File: src/common/core_pkg.sv
package core_pkg;

    localparam int xlen        = 32;
    localparam int ilen        = 32;
    localparam int trace_depth = 4;
    localparam int order_w     = 64;

    localparam int reg_w  = 5;                    // register index
    localparam int mask_w = xlen / 8;             // one bit per byte lane
    localparam int ptr_w  = $clog2(trace_depth);

    // one retiring instruction as reported by the pipeline
    typedef struct packed {
        logic [ilen-1:0]  insn;
        logic             intr;
        logic             trap;
        logic [reg_w-1:0] rs1_addr;
        logic [reg_w-1:0] rs2_addr;
        logic [xlen-1:0]  rs1_rdata;
        logic [xlen-1:0]  rs2_rdata;
        logic [xlen-1:0]  pc_rdata;
        logic [xlen-1:0]  pc_wdata;               // sequential next pc
    } retire_ev_t;

    // register file write-back
    typedef struct packed {
        logic [reg_w-1:0] rd_addr;
        logic [xlen-1:0]  rd_wdata;
    } wb_ev_t;

    // taken branch, jump or redirect
    typedef struct packed {
        logic [xlen-1:0] target;
    } cf_ev_t;

    // data memory request, held by the core until retire
    typedef struct packed {
        logic [xlen-1:0]   addr;
        logic [mask_w-1:0] rmask;
        logic [mask_w-1:0] wmask;
        logic [xlen-1:0]   wdata;
    } mem_req_t;

    // merged retirement record
    typedef struct packed {
        logic [order_w-1:0] order;

        logic [ilen-1:0]    insn;
        logic               intr;
        logic               trap;

        logic [reg_w-1:0]   rs1_addr;
        logic [reg_w-1:0]   rs2_addr;
        logic [xlen-1:0]    rs1_rdata;
        logic [xlen-1:0]    rs2_rdata;

        logic [xlen-1:0]    pc_rdata;
        logic [xlen-1:0]    pc_wdata;

        logic [reg_w-1:0]   rd_addr;
        logic [xlen-1:0]    rd_wdata;

        logic [xlen-1:0]    mem_addr;
        logic [mask_w-1:0]  mem_rmask;
        logic [mask_w-1:0]  mem_wmask;
        logic [xlen-1:0]    mem_rdata;
        logic [xlen-1:0]    mem_wdata;
    } trace_rec_t;

endpackage

File: src/rvfi/rvfi_capture.sv
`timescale 1ns/1ns

module rvfi_capture (
    input  logic                      g_clk,
    input  logic                      g_resetn,

    input  logic                      retire_valid,
    input  core_pkg::retire_ev_t      retire,

    input  logic                      wb_valid,
    input  core_pkg::wb_ev_t          wb,

    input  logic                      cf_valid,
    input  core_pkg::cf_ev_t          cf,

    input  logic                      mem_req_valid,
    input  core_pkg::mem_req_t        mem_req,

    input  logic                      mem_rsp_valid,
    input  logic [core_pkg::xlen-1:0] mem_rsp_rdata,

    output logic                      rec_valid,
    output core_pkg::trace_rec_t      rec
);

    logic                          first_seen;   // pipeline-fill retire consumed
    logic [core_pkg::order_w-1:0]  order_q;

    logic                          wb_pend;
    core_pkg::wb_ev_t              wb_hold;
    logic                          cf_pend;
    core_pkg::cf_ev_t              cf_hold;
    logic                          mem_pend;
    logic [core_pkg::xlen-1:0]     rsp_q;        // last response word

    logic                          emit;
    logic                          wb_hit;
    core_pkg::wb_ev_t              wb_sel;
    logic                          mem_hit;
    core_pkg::trace_rec_t          rec_d;

    assign emit    = retire_valid && first_seen;
    assign wb_hit  = wb_valid || wb_pend;
    assign wb_sel  = wb_valid ? wb : wb_hold;    // same-cycle write-back wins
    assign mem_hit = mem_req_valid || mem_pend;

    always_comb begin
        rec_d           = '0;
        rec_d.order     = order_q;

        rec_d.insn      = retire.insn;
        rec_d.intr      = retire.intr;
        rec_d.trap      = retire.trap;

        rec_d.rs1_addr  = retire.rs1_addr;
        rec_d.rs2_addr  = retire.rs2_addr;
        rec_d.rs1_rdata = retire.rs1_rdata;
        rec_d.rs2_rdata = retire.rs2_rdata;

        rec_d.pc_rdata  = retire.pc_rdata;
        if (cf_valid) begin
            rec_d.pc_wdata = cf.target;
        end else if (cf_pend) begin
            rec_d.pc_wdata = cf_hold.target;
        end else begin
            rec_d.pc_wdata = retire.pc_wdata;
        end

        if (wb_hit) begin
            rec_d.rd_addr = wb_sel.rd_addr;
            if (wb_sel.rd_addr != '0) begin
                rec_d.rd_wdata = wb_sel.rd_wdata;
            end // x0 always reads back as zero
        end

        rec_d.mem_addr  = mem_req.addr;
        rec_d.mem_wdata = mem_req.wdata;
        if (mem_hit) begin
            rec_d.mem_rmask = mem_req.rmask;   // masks only when a request was issued
            rec_d.mem_wmask = mem_req.wmask;
        end

        rec_d.mem_rdata = mem_rsp_valid ? mem_rsp_rdata : rsp_q;
    end

    always_ff @(posedge g_clk) begin
        if (!g_resetn) begin
            first_seen <= 1'b0;
            order_q    <= '0;
            wb_pend    <= 1'b0;
            cf_pend    <= 1'b0;
            mem_pend   <= 1'b0;
            rsp_q      <= '0;
            rec_valid  <= 1'b0;
        end else begin
            rec_valid <= emit;

            if (retire_valid) begin
                first_seen <= 1'b1;
            end

            if (emit) begin
                order_q <= order_q + core_pkg::order_w'(1);
            end

            // pending events belong to the next retire only
            if (retire_valid) begin
                wb_pend <= 1'b0;
            end else if (wb_valid) begin
                wb_pend <= 1'b1;
            end

            if (retire_valid) begin
                cf_pend <= 1'b0;
            end else if (cf_valid) begin
                cf_pend <= 1'b1;
            end

            if (retire_valid) begin
                mem_pend <= 1'b0;
            end else if (mem_req_valid) begin
                mem_pend <= 1'b1;
            end

            if (mem_rsp_valid) begin
                rsp_q <= mem_rsp_rdata;          // carries over to later retires
            end
        end
    end

    always_ff @(posedge g_clk) begin
        if (wb_valid) begin
            wb_hold <= wb;
        end
        if (cf_valid) begin
            cf_hold <= cf;
        end
        if (emit) begin
            rec <= rec_d;
        end
    end

endmodule

File: src/rvfi/trace_fifo.sv
`timescale 1ns/1ns

module trace_fifo (
    input  logic                 g_clk,
    input  logic                 g_resetn,

    input  logic                 rec_valid,
    input  core_pkg::trace_rec_t rec,

    output logic                 trace_valid,
    output core_pkg::trace_rec_t trace,
    input  logic                 trace_ready,

    output logic                 overflow
);

    core_pkg::trace_rec_t           entries [core_pkg::trace_depth];

    logic [core_pkg::ptr_w-1:0]     wr_ptr;
    logic [core_pkg::ptr_w-1:0]     rd_ptr;
    logic [core_pkg::ptr_w:0]       count;

    logic                           full;
    logic                           push;
    logic                           pop;

    assign full        = count == (core_pkg::ptr_w + 1)'(core_pkg::trace_depth);
    assign trace_valid = count != '0;
    assign trace       = entries[rd_ptr];             // head entry drives the port

    assign pop  = trace_valid && trace_ready;
    assign push = rec_valid && (!full || pop);         // a pop frees the slot this cycle

    always_ff @(posedge g_clk) begin
        if (!g_resetn) begin
            wr_ptr   <= '0;
            rd_ptr   <= '0;
            count    <= '0;
            overflow <= 1'b0;
        end else begin
            if (push) begin
                wr_ptr <= (wr_ptr == core_pkg::ptr_w'(core_pkg::trace_depth - 1)) ?
                          '0 : wr_ptr + 1'b1;
            end

            if (pop) begin
                rd_ptr <= (rd_ptr == core_pkg::ptr_w'(core_pkg::trace_depth - 1)) ?
                          '0 : rd_ptr + 1'b1;
            end

            case ({push, pop})
                2'b10:   count <= count + 1'b1;
                2'b01:   count <= count - 1'b1;
                default: count <= count;
            endcase

            if (rec_valid && !push) begin
                overflow <= 1'b1;                      // sticky until reset
            end
        end
    end

    always_ff @(posedge g_clk) begin
        if (push) begin
            entries[wr_ptr] <= rec;
        end
    end

endmodule

File: src/trace_top.sv
`timescale 1ns/1ns

module trace_top (
    input  logic                      g_clk,
    input  logic                      g_resetn,

    input  logic                      retire_valid,
    input  core_pkg::retire_ev_t      retire,
    input  logic                      wb_valid,
    input  core_pkg::wb_ev_t          wb,
    input  logic                      cf_valid,
    input  core_pkg::cf_ev_t          cf,
    input  logic                      mem_req_valid,
    input  core_pkg::mem_req_t        mem_req,
    input  logic                      mem_rsp_valid,
    input  logic [core_pkg::xlen-1:0] mem_rsp_rdata,

    output logic                      trace_valid,
    output core_pkg::trace_rec_t      trace,
    input  logic                      trace_ready,
    output logic                      overflow
);

    logic                 rec_valid;
    core_pkg::trace_rec_t rec;         // one-cycle record pulse into the buffer

    rvfi_capture rvfi_capture_i (
        .g_clk         (g_clk),
        .g_resetn      (g_resetn),
        .retire_valid  (retire_valid),
        .retire        (retire),
        .wb_valid      (wb_valid),
        .wb            (wb),
        .cf_valid      (cf_valid),
        .cf            (cf),
        .mem_req_valid (mem_req_valid),
        .mem_req       (mem_req),
        .mem_rsp_valid (mem_rsp_valid),
        .mem_rsp_rdata (mem_rsp_rdata),
        .rec_valid     (rec_valid),
        .rec           (rec)
    );

    trace_fifo trace_fifo_i (
        .g_clk       (g_clk),
        .g_resetn    (g_resetn),
        .rec_valid   (rec_valid),
        .rec         (rec),
        .trace_valid (trace_valid),
        .trace       (trace),
        .trace_ready (trace_ready),
        .overflow    (overflow)
    );

endmodule

File: config.mk
export PLATFORM = sky130hd
export DESIGN_NAME = trace_top
export DESIGN_NICKNAME = d
export VERILOG_FILES = /design/src/common/core_pkg.sv /design/src/rvfi/rvfi_capture.sv /design/src/rvfi/trace_fifo.sv /design/src/trace_top.sv
export SDC_FILE = /design/constraint.sdc
export NUM_CORES = 1
export LEC_CHECK = 0
export BUFFER_PORTS_ARGS = -buffer_cell sky130_fd_sc_hd__buf_2
export CAP_MARGIN = 25
export CORE_ASPECT_RATIO = 0.5
export CORE_MARGIN = 2
export CORE_UTILIZATION = 58
export DETAILED_ROUTE_END_ITERATION = 10
export PLACE_DENSITY = 0.79
export SETUP_SLACK_MARGIN = 0.02
export SLEW_MARGIN = 5
export SYNTH_ARGS = -nofsm -noshare
export SYNTH_HDL_FRONTEND = slang
export SYNTH_SLANG_ARGS = --single-unit
File: constraint.sdc
create_clock -name g_clk -period 13.2 [get_ports g_clk]
set_input_delay 1.32 -clock g_clk [delete_from_list [all_inputs] [get_ports g_clk]]
set_output_delay 1.32 -clock g_clk [all_outputs]
set_load 0.01 [all_outputs]
# Yosys cells after proc, flatten, opt, wreduce, memory -nomap -nowiden
# Memory sizes are Yosys's and may differ from the RTL's. A register that Yosys moved wholly into a read port is not among the register bits.
# Index checks and enable logic that the tools add are counted.
[word_totals] register_bits=555 ramBits=1508 inputBits=353 out_inout_bits=379 n_memories=1
[classes] n_addsub=5 eq_ne=5 n_mux=11 bitwise_logic=1 n_reduce_logical=14
[memory_table] name="trace_fifo_i.entries" depth=4 word_bits=377 rd=1 rd_ports_with_merged_regs=1 wr=1 line="trace_fifo.sv:17" source="core_pkg::trace_rec_t entries [core_pkg::trace_depth];"
[op_table] cell="$mux W32" count=3
[op_table] cell="$add A64 B1 Y64 const B" count=1
[op_table] cell="$mux W37" count=1
[op_table] cell="$mux W2" count=4
[op_table] cell="$eq A2 B2 Y1 const B" count=3
[op_table] cell="$pmux W3 S2" count=1
[op_table] cell="$reduce_bool A5 Y1" count=1
[op_table] cell="$add A2 B1 Y2 const B" count=2
[op_table] cell="$logic_and A1 B1 Y1" count=4
[op_table] cell="$add A3 B1 Y3 const B" count=1
[op_table] cell="$eq A3 B3 Y1 const B" count=1
[op_table] cell="$logic_or A1 B1 Y1" count=3
[op_table] cell="$reduce_bool A3 Y1" count=1
[op_table] cell="$sub A3 B1 Y3 const B" count=1
[op_table] cell="$eq A2 B1 Y1 const B" count=1
[op_table] cell="$logic_not A1 Y1" count=2
[op_table] cell="$mux W1" count=2
[op_table] cell="$reduce_and A2 Y1" count=1
[op_table] cell="$reduce_bool A2 Y1" count=1
[op_table] cell="$reduce_or A2 Y1" count=1
[op_table] cell="$not A1 Y1" count=1

# Depth between registers and ports, before layout
[depth] ltp_word=6 depth_mapped=9 depth_no_buf=8

# Modules after synthesis
# From an unflattened synthesis, not the netlist that was laid out.
[hier_totals] cells_unflattened=3168 hier_area_um2=73850.8
[modules_own_cells] mod="trace_fifo" n_inst=1 cells_per_inst=2037 area_per_inst_um2=55010.3 seq_area_each_um2=45483.6
[modules_own_cells] mod="rvfi_capture" n_inst=1 cells_per_inst=1131 area_per_inst_um2=18840.6 seq_area_each_um2=15044.4

# Worst setup path before layout
# Ideal clock, no wire load.
[synth_path] kind="input to register" startpoint="in trace_ready" endpoint="mem trace_fifo_i.entries[1][0] (netlist bit) (enable)" t_arrival_ns=10.284 t_required_ns=12.412 path_slack_ns=2.127 stages=4 n_path_buf=1 path_cell_list="nor4b_1 nor2b_1 clkbuf_1 and2_1"
[synth_between] elab_chain_cells=5
[synth_lines] item="from (decl)" line="trace_top.sv:20" source="input logic trace_ready,"
[synth_lines] item="$logic_and A1 B1 Y1" line="trace_fifo.sv:31" source="assign pop = trace_valid && trace_ready;"
[synth_lines] item="$logic_or A1 B1 Y1" line="trace_fifo.sv:32" source="assign push = rec_valid && (!full || pop);"
[synth_lines] item="$logic_and A1 B1 Y1" line="trace_fifo.sv:32"
[synth_lines] item="$mux W1" line="trace_fifo.sv:64" source="if (push) begin"
[synth_lines] item="$mux W1 (not written as such)" line="trace_fifo.sv:65" source="entries[wr_ptr] <= rec;"
[synth_lines] item="to (decl)" line="trace_fifo.sv:17"
# Every way passes these cells.

==> run_summary.xml <==
<?xml version="1.0" encoding="UTF-8"?>
<metrics>
  <group name="cts">
    <metric name="hold_buffers" unit="">0</metric>
    <metric name="postCtsSetupBuffers" unit="">0</metric>
    <metric name="insertion_delay" unit="ps">800</metric>
    <metric name="cts_repair_resize_count" unit="">0</metric>
    <metric name="cts-htree-levels" unit="">4</metric>
    <metric name="clock_path_buffers" unit="">3</metric>
    <metric name="cts.sinks" unit="">2065</metric>
    <metric name="clk_root_buffer_cell" unit="">sky130_fd_sc_hd__clkbuf_16</metric>
    <metric name="clk_pin_slew" unit="ps">70</metric>
    <metric name="clock_tree_from_tritoncts" unit="">done</metric>
    <metric name="numCtsBuffers" unit="">169</metric>
  </group>
  <group name="detailed_routing">
    <metric name="drt_pre_antenna_iters" unit="">6</metric>
    <metric name="route.detailed.wl_per_inst" unit="um">27.62</metric>
    <metric name="vias" unit="">34950</metric>
    <metric name="drt_iter0_markers" unit="">3735</metric>
    <metric name="detail_route_antenna_nets" unit="">0</metric>
    <metric name="via_density_per_instance" unit="">5.975</metric>
    <metric name="drcViolationCount" unit="">0</metric>
    <metric name="routed_wirelength" unit="um">161600</metric>
  </group>
  <group name="sta">
    <metric name="finalHoldViolations" unit="">0</metric>
    <metric name="clock_skew" unit="ps">38.00</metric>
    <metric name="transition_at_the_pin_with_the_smallest_max_transition_slack" unit="ps">1210</metric>
    <metric name="period_needed" unit="ps">4882</metric>
    <metric name="fmax" unit="GHz">0.2048</metric>
    <metric name="post-route-worst-setup-slack" unit="ps">8318</metric>
    <metric name="setup_viol_count_final" unit="">0</metric>
    <metric name="timing_max_transition_violations_final" unit="">0</metric>
    <metric name="timing.final.crit_share" unit="%">36.98</metric>
    <metric name="timing.max_slew.rel_slack" unit="%">18.60</metric>
    <metric name="rsz0062_at_grt" unit="">false</metric>
    <metric name="final.setup.tns" unit="ps">0</metric>
  </group>
  <group name="placement">
    <metric name="place.gp.congestion" unit="">0.8263</metric>
    <metric name="dpl_worst_slack" unit="ps">8184</metric>
    <metric name="dp_hpwl" unit="um">92620</metric>
    <metric name="port_buffers" unit="">731</metric>
  </group>
  <group name="synth">
    <metric name="yosysUniqueCellTypes" unit="">44</metric>
    <metric name="synth_area_per_cell" unit="um^2">23.13</metric>
    <metric name="synth_fp_nets" unit="">3538</metric>
    <metric name="synth.most_common_cell" unit="">sky130_fd_sc_hd__edfxtp_1</metric>
    <metric name="primary_ff_master_synth" unit="">sky130_fd_sc_hd__edfxtp_1</metric>
    <metric name="synth_async_sr_flop_share" unit="%">0</metric>
    <metric name="part_of_the_yosys_area_used_for_sequential_elements" unit="%">82.34</metric>
    <metric name="syn_area" unit="mm^2">0.07351</metric>
    <metric name="synth.cells.most_frequent" unit="">sky130_fd_sc_hd__edfxtp_1 (1,917), sky130_fd_sc_hd__mux4_2 (377), sky130_fd_sc_hd__dfxtp_1 (148)</metric>
    <metric name="synth.largest_area_cell" unit="">sky130_fd_sc_hd__edfxtp_1</metric>
    <metric name="synth-warning-count" unit="">0</metric>
    <metric name="synth_top_cell_area_share" unit="%">78.31</metric>
    <metric name="ys_seq_elements" unit="">2065</metric>
    <metric name="synth_enable_flop_cells" unit="">1917</metric>
    <metric name="syn-instance-count" unit="">3178</metric>
    <metric name="synthTopCellsByArea" unit="">sky130_fd_sc_hd__edfxtp_1 (78%), sky130_fd_sc_hd__mux4_2 (12%), sky130_fd_sc_hd__dfxtp_1 (4.0%)</metric>
  </group>
  <group name="global_route">
    <metric name="grt_first_pass_wirelength" unit="um">233500</metric>
    <metric name="grt.met3_usage" unit="%">4.031</metric>
    <metric name="grt_start_max_net_pins" unit="">156</metric>
    <metric name="grt_usage" unit="%">24.43</metric>
    <metric name="vias_in_the_first_global_route" unit="">35760</metric>
    <metric name="met1_usage_grt" unit="%">30.60</metric>
    <metric name="gr-usage-met2" unit="%">41.98</metric>
    <metric name="number_of_antenna_violations_at_the_first_check_in_global_routing" unit="">42</metric>
    <metric name="globalRouteOverflowTotal" unit="">0</metric>
    <metric name="grt_busiest_layer" unit="">met2</metric>
  </group>
  <group name="setup_path">
    <metric name="critical_path.startpoint_type" unit="">register</metric>
    <metric name="path_cells" unit="">buf_12, buf_12, mux4_2, buf_2</metric>
    <metric name="crit_type" unit="">register to primary output</metric>
    <metric name="critPathMostFrequentCell" unit="">sky130_fd_sc_hd__buf_12</metric>
    <metric name="worst_setup_path_end_kind" unit="">primary output</metric>
    <metric name="slowest_delay" unit="ps">620</metric>
    <metric name="critical_path_required" unit="ps">11880</metric>
    <metric name="path_max_fanout" unit="">101</metric>
    <metric name="crit-reg2reg-launch" unit="">trace_fifo_i.count[0]$_SDFFE_PN0P_</metric>
    <metric name="timing.critical_path.arrival" unit="ps">3560</metric>
    <metric name="crit_path_top_delay_cell" unit="">sky130_fd_sc_hd__buf_12</metric>
  </group>
  <group name="floorplanning">
    <metric name="chipHeight" unit="um">255.7</metric>
    <metric name="placementRows" unit="">92</metric>
    <metric name="top_level_ports" unit="">732</metric>
    <metric name="core_region_area" unit="mm^2">0.1258</metric>
    <metric name="die_w" unit="um">507.5</metric>
    <metric name="dieArea" unit="mm^2">0.1298</metric>
    <metric name="start_util" unit="%">58.43</metric>
  </group>
  <group name="pwr">
    <metric name="power_per_cell_area" unit="mW/mm^2">169.6</metric>
    <metric name="total_leakage_power" unit="nW">27.69</metric>
    <metric name="irDropWorstVdd" unit="mV">0.1555</metric>
  </group>
  <group name="run_status">
    <metric name="result_of_the_run" unit="">completed</metric>
  </group>
  <group name="min_path">
    <metric name="hold_path_startpoint" unit="">rvfi_capture_i.order_q[63]$_SDFFE_PN0P_</metric>
    <metric name="min-delay-path-class" unit="">register to register</metric>
  </group>
  <group name="layout">
    <metric name="num-nets-final" unit="">4351</metric>
    <metric name="syn2layout_area_growth" unit="%">15.82</metric>
    <metric name="layout-drive-gt1-share" unit="%">35.68</metric>
  </group>
  <group name="job">
    <metric name="max-cap-violations" unit="">0</metric>
  </group>
</metrics>
## sequential cells by signal, indices dropped and copies added (netlist names), named ones only
signal                     flops
trace_fifo_i.entries        1508
rvfi_capture_i.rec           377
rvfi_capture_i.order_q        64
rvfi_capture_i.wb_hold        37
rvfi_capture_i.cf_hold        32
rvfi_capture_i.rsp_q          32
trace_fifo_i.count             3
trace_fifo_i.rd_ptr            2
trace_fifo_i.wr_ptr            2
rvfi_capture_i.cf_pend         1
rvfi_capture_i.first_seen      1
rvfi_capture_i.mem_pend        1
rvfi_capture_i.rec_valid       1
rvfi_capture_i.wb_pend         1
trace_fifo_i.overflow          1
## cells in the final DEF, fill, tap and decap left out, types with 5 or more instances in the layout
cell	n
sky130_fd_sc_hd__a21oi_1	23
sky130_fd_sc_hd__and2_1	34
sky130_fd_sc_hd__and3_1	14
sky130_fd_sc_hd__and4_1	7
sky130_fd_sc_hd__buf_12	9
sky130_fd_sc_hd__buf_16	7
sky130_fd_sc_hd__buf_2	730
sky130_fd_sc_hd__buf_4	26
sky130_fd_sc_hd__bufinv_16	20
sky130_fd_sc_hd__clkbuf_1	48
sky130_fd_sc_hd__clkbuf_16	173
sky130_fd_sc_hd__clkbuf_8	15
sky130_fd_sc_hd__clkinv_1	19
sky130_fd_sc_hd__clkinv_2	14
sky130_fd_sc_hd__clkinvlp_4	5
sky130_fd_sc_hd__dfxtp_1	145
sky130_fd_sc_hd__diode_2	30
sky130_fd_sc_hd__edfxtp_1	1917
sky130_fd_sc_hd__ha_1	6
sky130_fd_sc_hd__inv_1	15
sky130_fd_sc_hd__mux2_2	65
sky130_fd_sc_hd__mux2i_1	41
sky130_fd_sc_hd__mux4_2	377
sky130_fd_sc_hd__nand2_1	63
sky130_fd_sc_hd__nand3_1	27
sky130_fd_sc_hd__nand4_1	29
sky130_fd_sc_hd__nor2_1	64
sky130_fd_sc_hd__nor2b_1	41
sky130_fd_sc_hd__nor3_1	14
sky130_fd_sc_hd__nor4_1	22
sky130_fd_sc_hd__o21ai_0	48
sky130_fd_sc_hd__or3_1	16
sky130_fd_sc_hd__xnor2_1	27
sky130_fd_sc_hd__xor2_1	14
## critical path: cells and delay by family (launching register included)
| kind | cells | cell delay, ps |
|---|---|---|
| buffers and inverters | 3 | 1410 |
| multiplexers | 1 | 610 |
| flip-flops | 1 | 450 |
## metal layers
| metal | vias to the layer above | part of all wire [%] |
|---|---|---|
| met5 | - | 0.061 |
| met4 | 16 | 4.8 |
| met3 | 381 | 5.6 |
| met2 | 1477 | 53 |
| met1 | 18310 | 36 |
| li1 | 14770 | - |
## cell families after synthesis
family	Yosys count	share of synthesized area, %
DFF	2065	82.34
muxes	483	13.10
and+or+nand+nor	350	2.538
buffers and inverters	147	0.7659
AOI/OAI and AO/OA	85	0.6383
xor gates and xnor gates	41	0.4885
adders and majority gates	7	0.1294
## report_power, final
group          internal, mW  total [mW]  leakage (nW)  switching, mW
Combinational         0.896        1.90          6.39           1.01
Sequential             7.27        7.36          18.5         0.0861
Clock                  2.90        5.18          2.75           2.28
## metrics by stage
step	hold WS, ps	std cells	total power [mW]	utilization, %	cell area [um^2]
2_1_floorplan	402.9	3178	8.676	-	73510
3_3_place_gp	418.4	5504	9.354	62.93	79180
3_5_place_dp	428.3	5506	9.388	62.97	79230
4_1_cts	439.3	5814	14.51	67.48	84900
5_1_grt	448.1	5848	14.87	67.67	85140
6_report	431.2	5850	14.44	67.67	85140
## path summary, 6_finish.rpt
check | end | slack [ps] | depth (start not counted)
worst max register to register | trace_fifo_i.entries[3][132]$_DFFE_PP_ | 9290 | 5
worst max-delay path | trace[125] | 8320 | 4
worst min-delay path | rvfi_capture_i.rec[376]$_DFFE_PP_ | 430 | 0
worst min register to register | rvfi_capture_i.rec[376]$_DFFE_PP_ | 430 | 0
## area by class of cell
type	count	area [um^2]
clock buffer	236	4716
antenna	30	75.07
timing repair buffer	772	4222
inverter	17	71.32
clock inverter	72	958.4
tap	1692	2117
multi-input combinational	966	12450
fill	7534	40670
sequential	2065	60540
(Power assumes the default switching activity.)
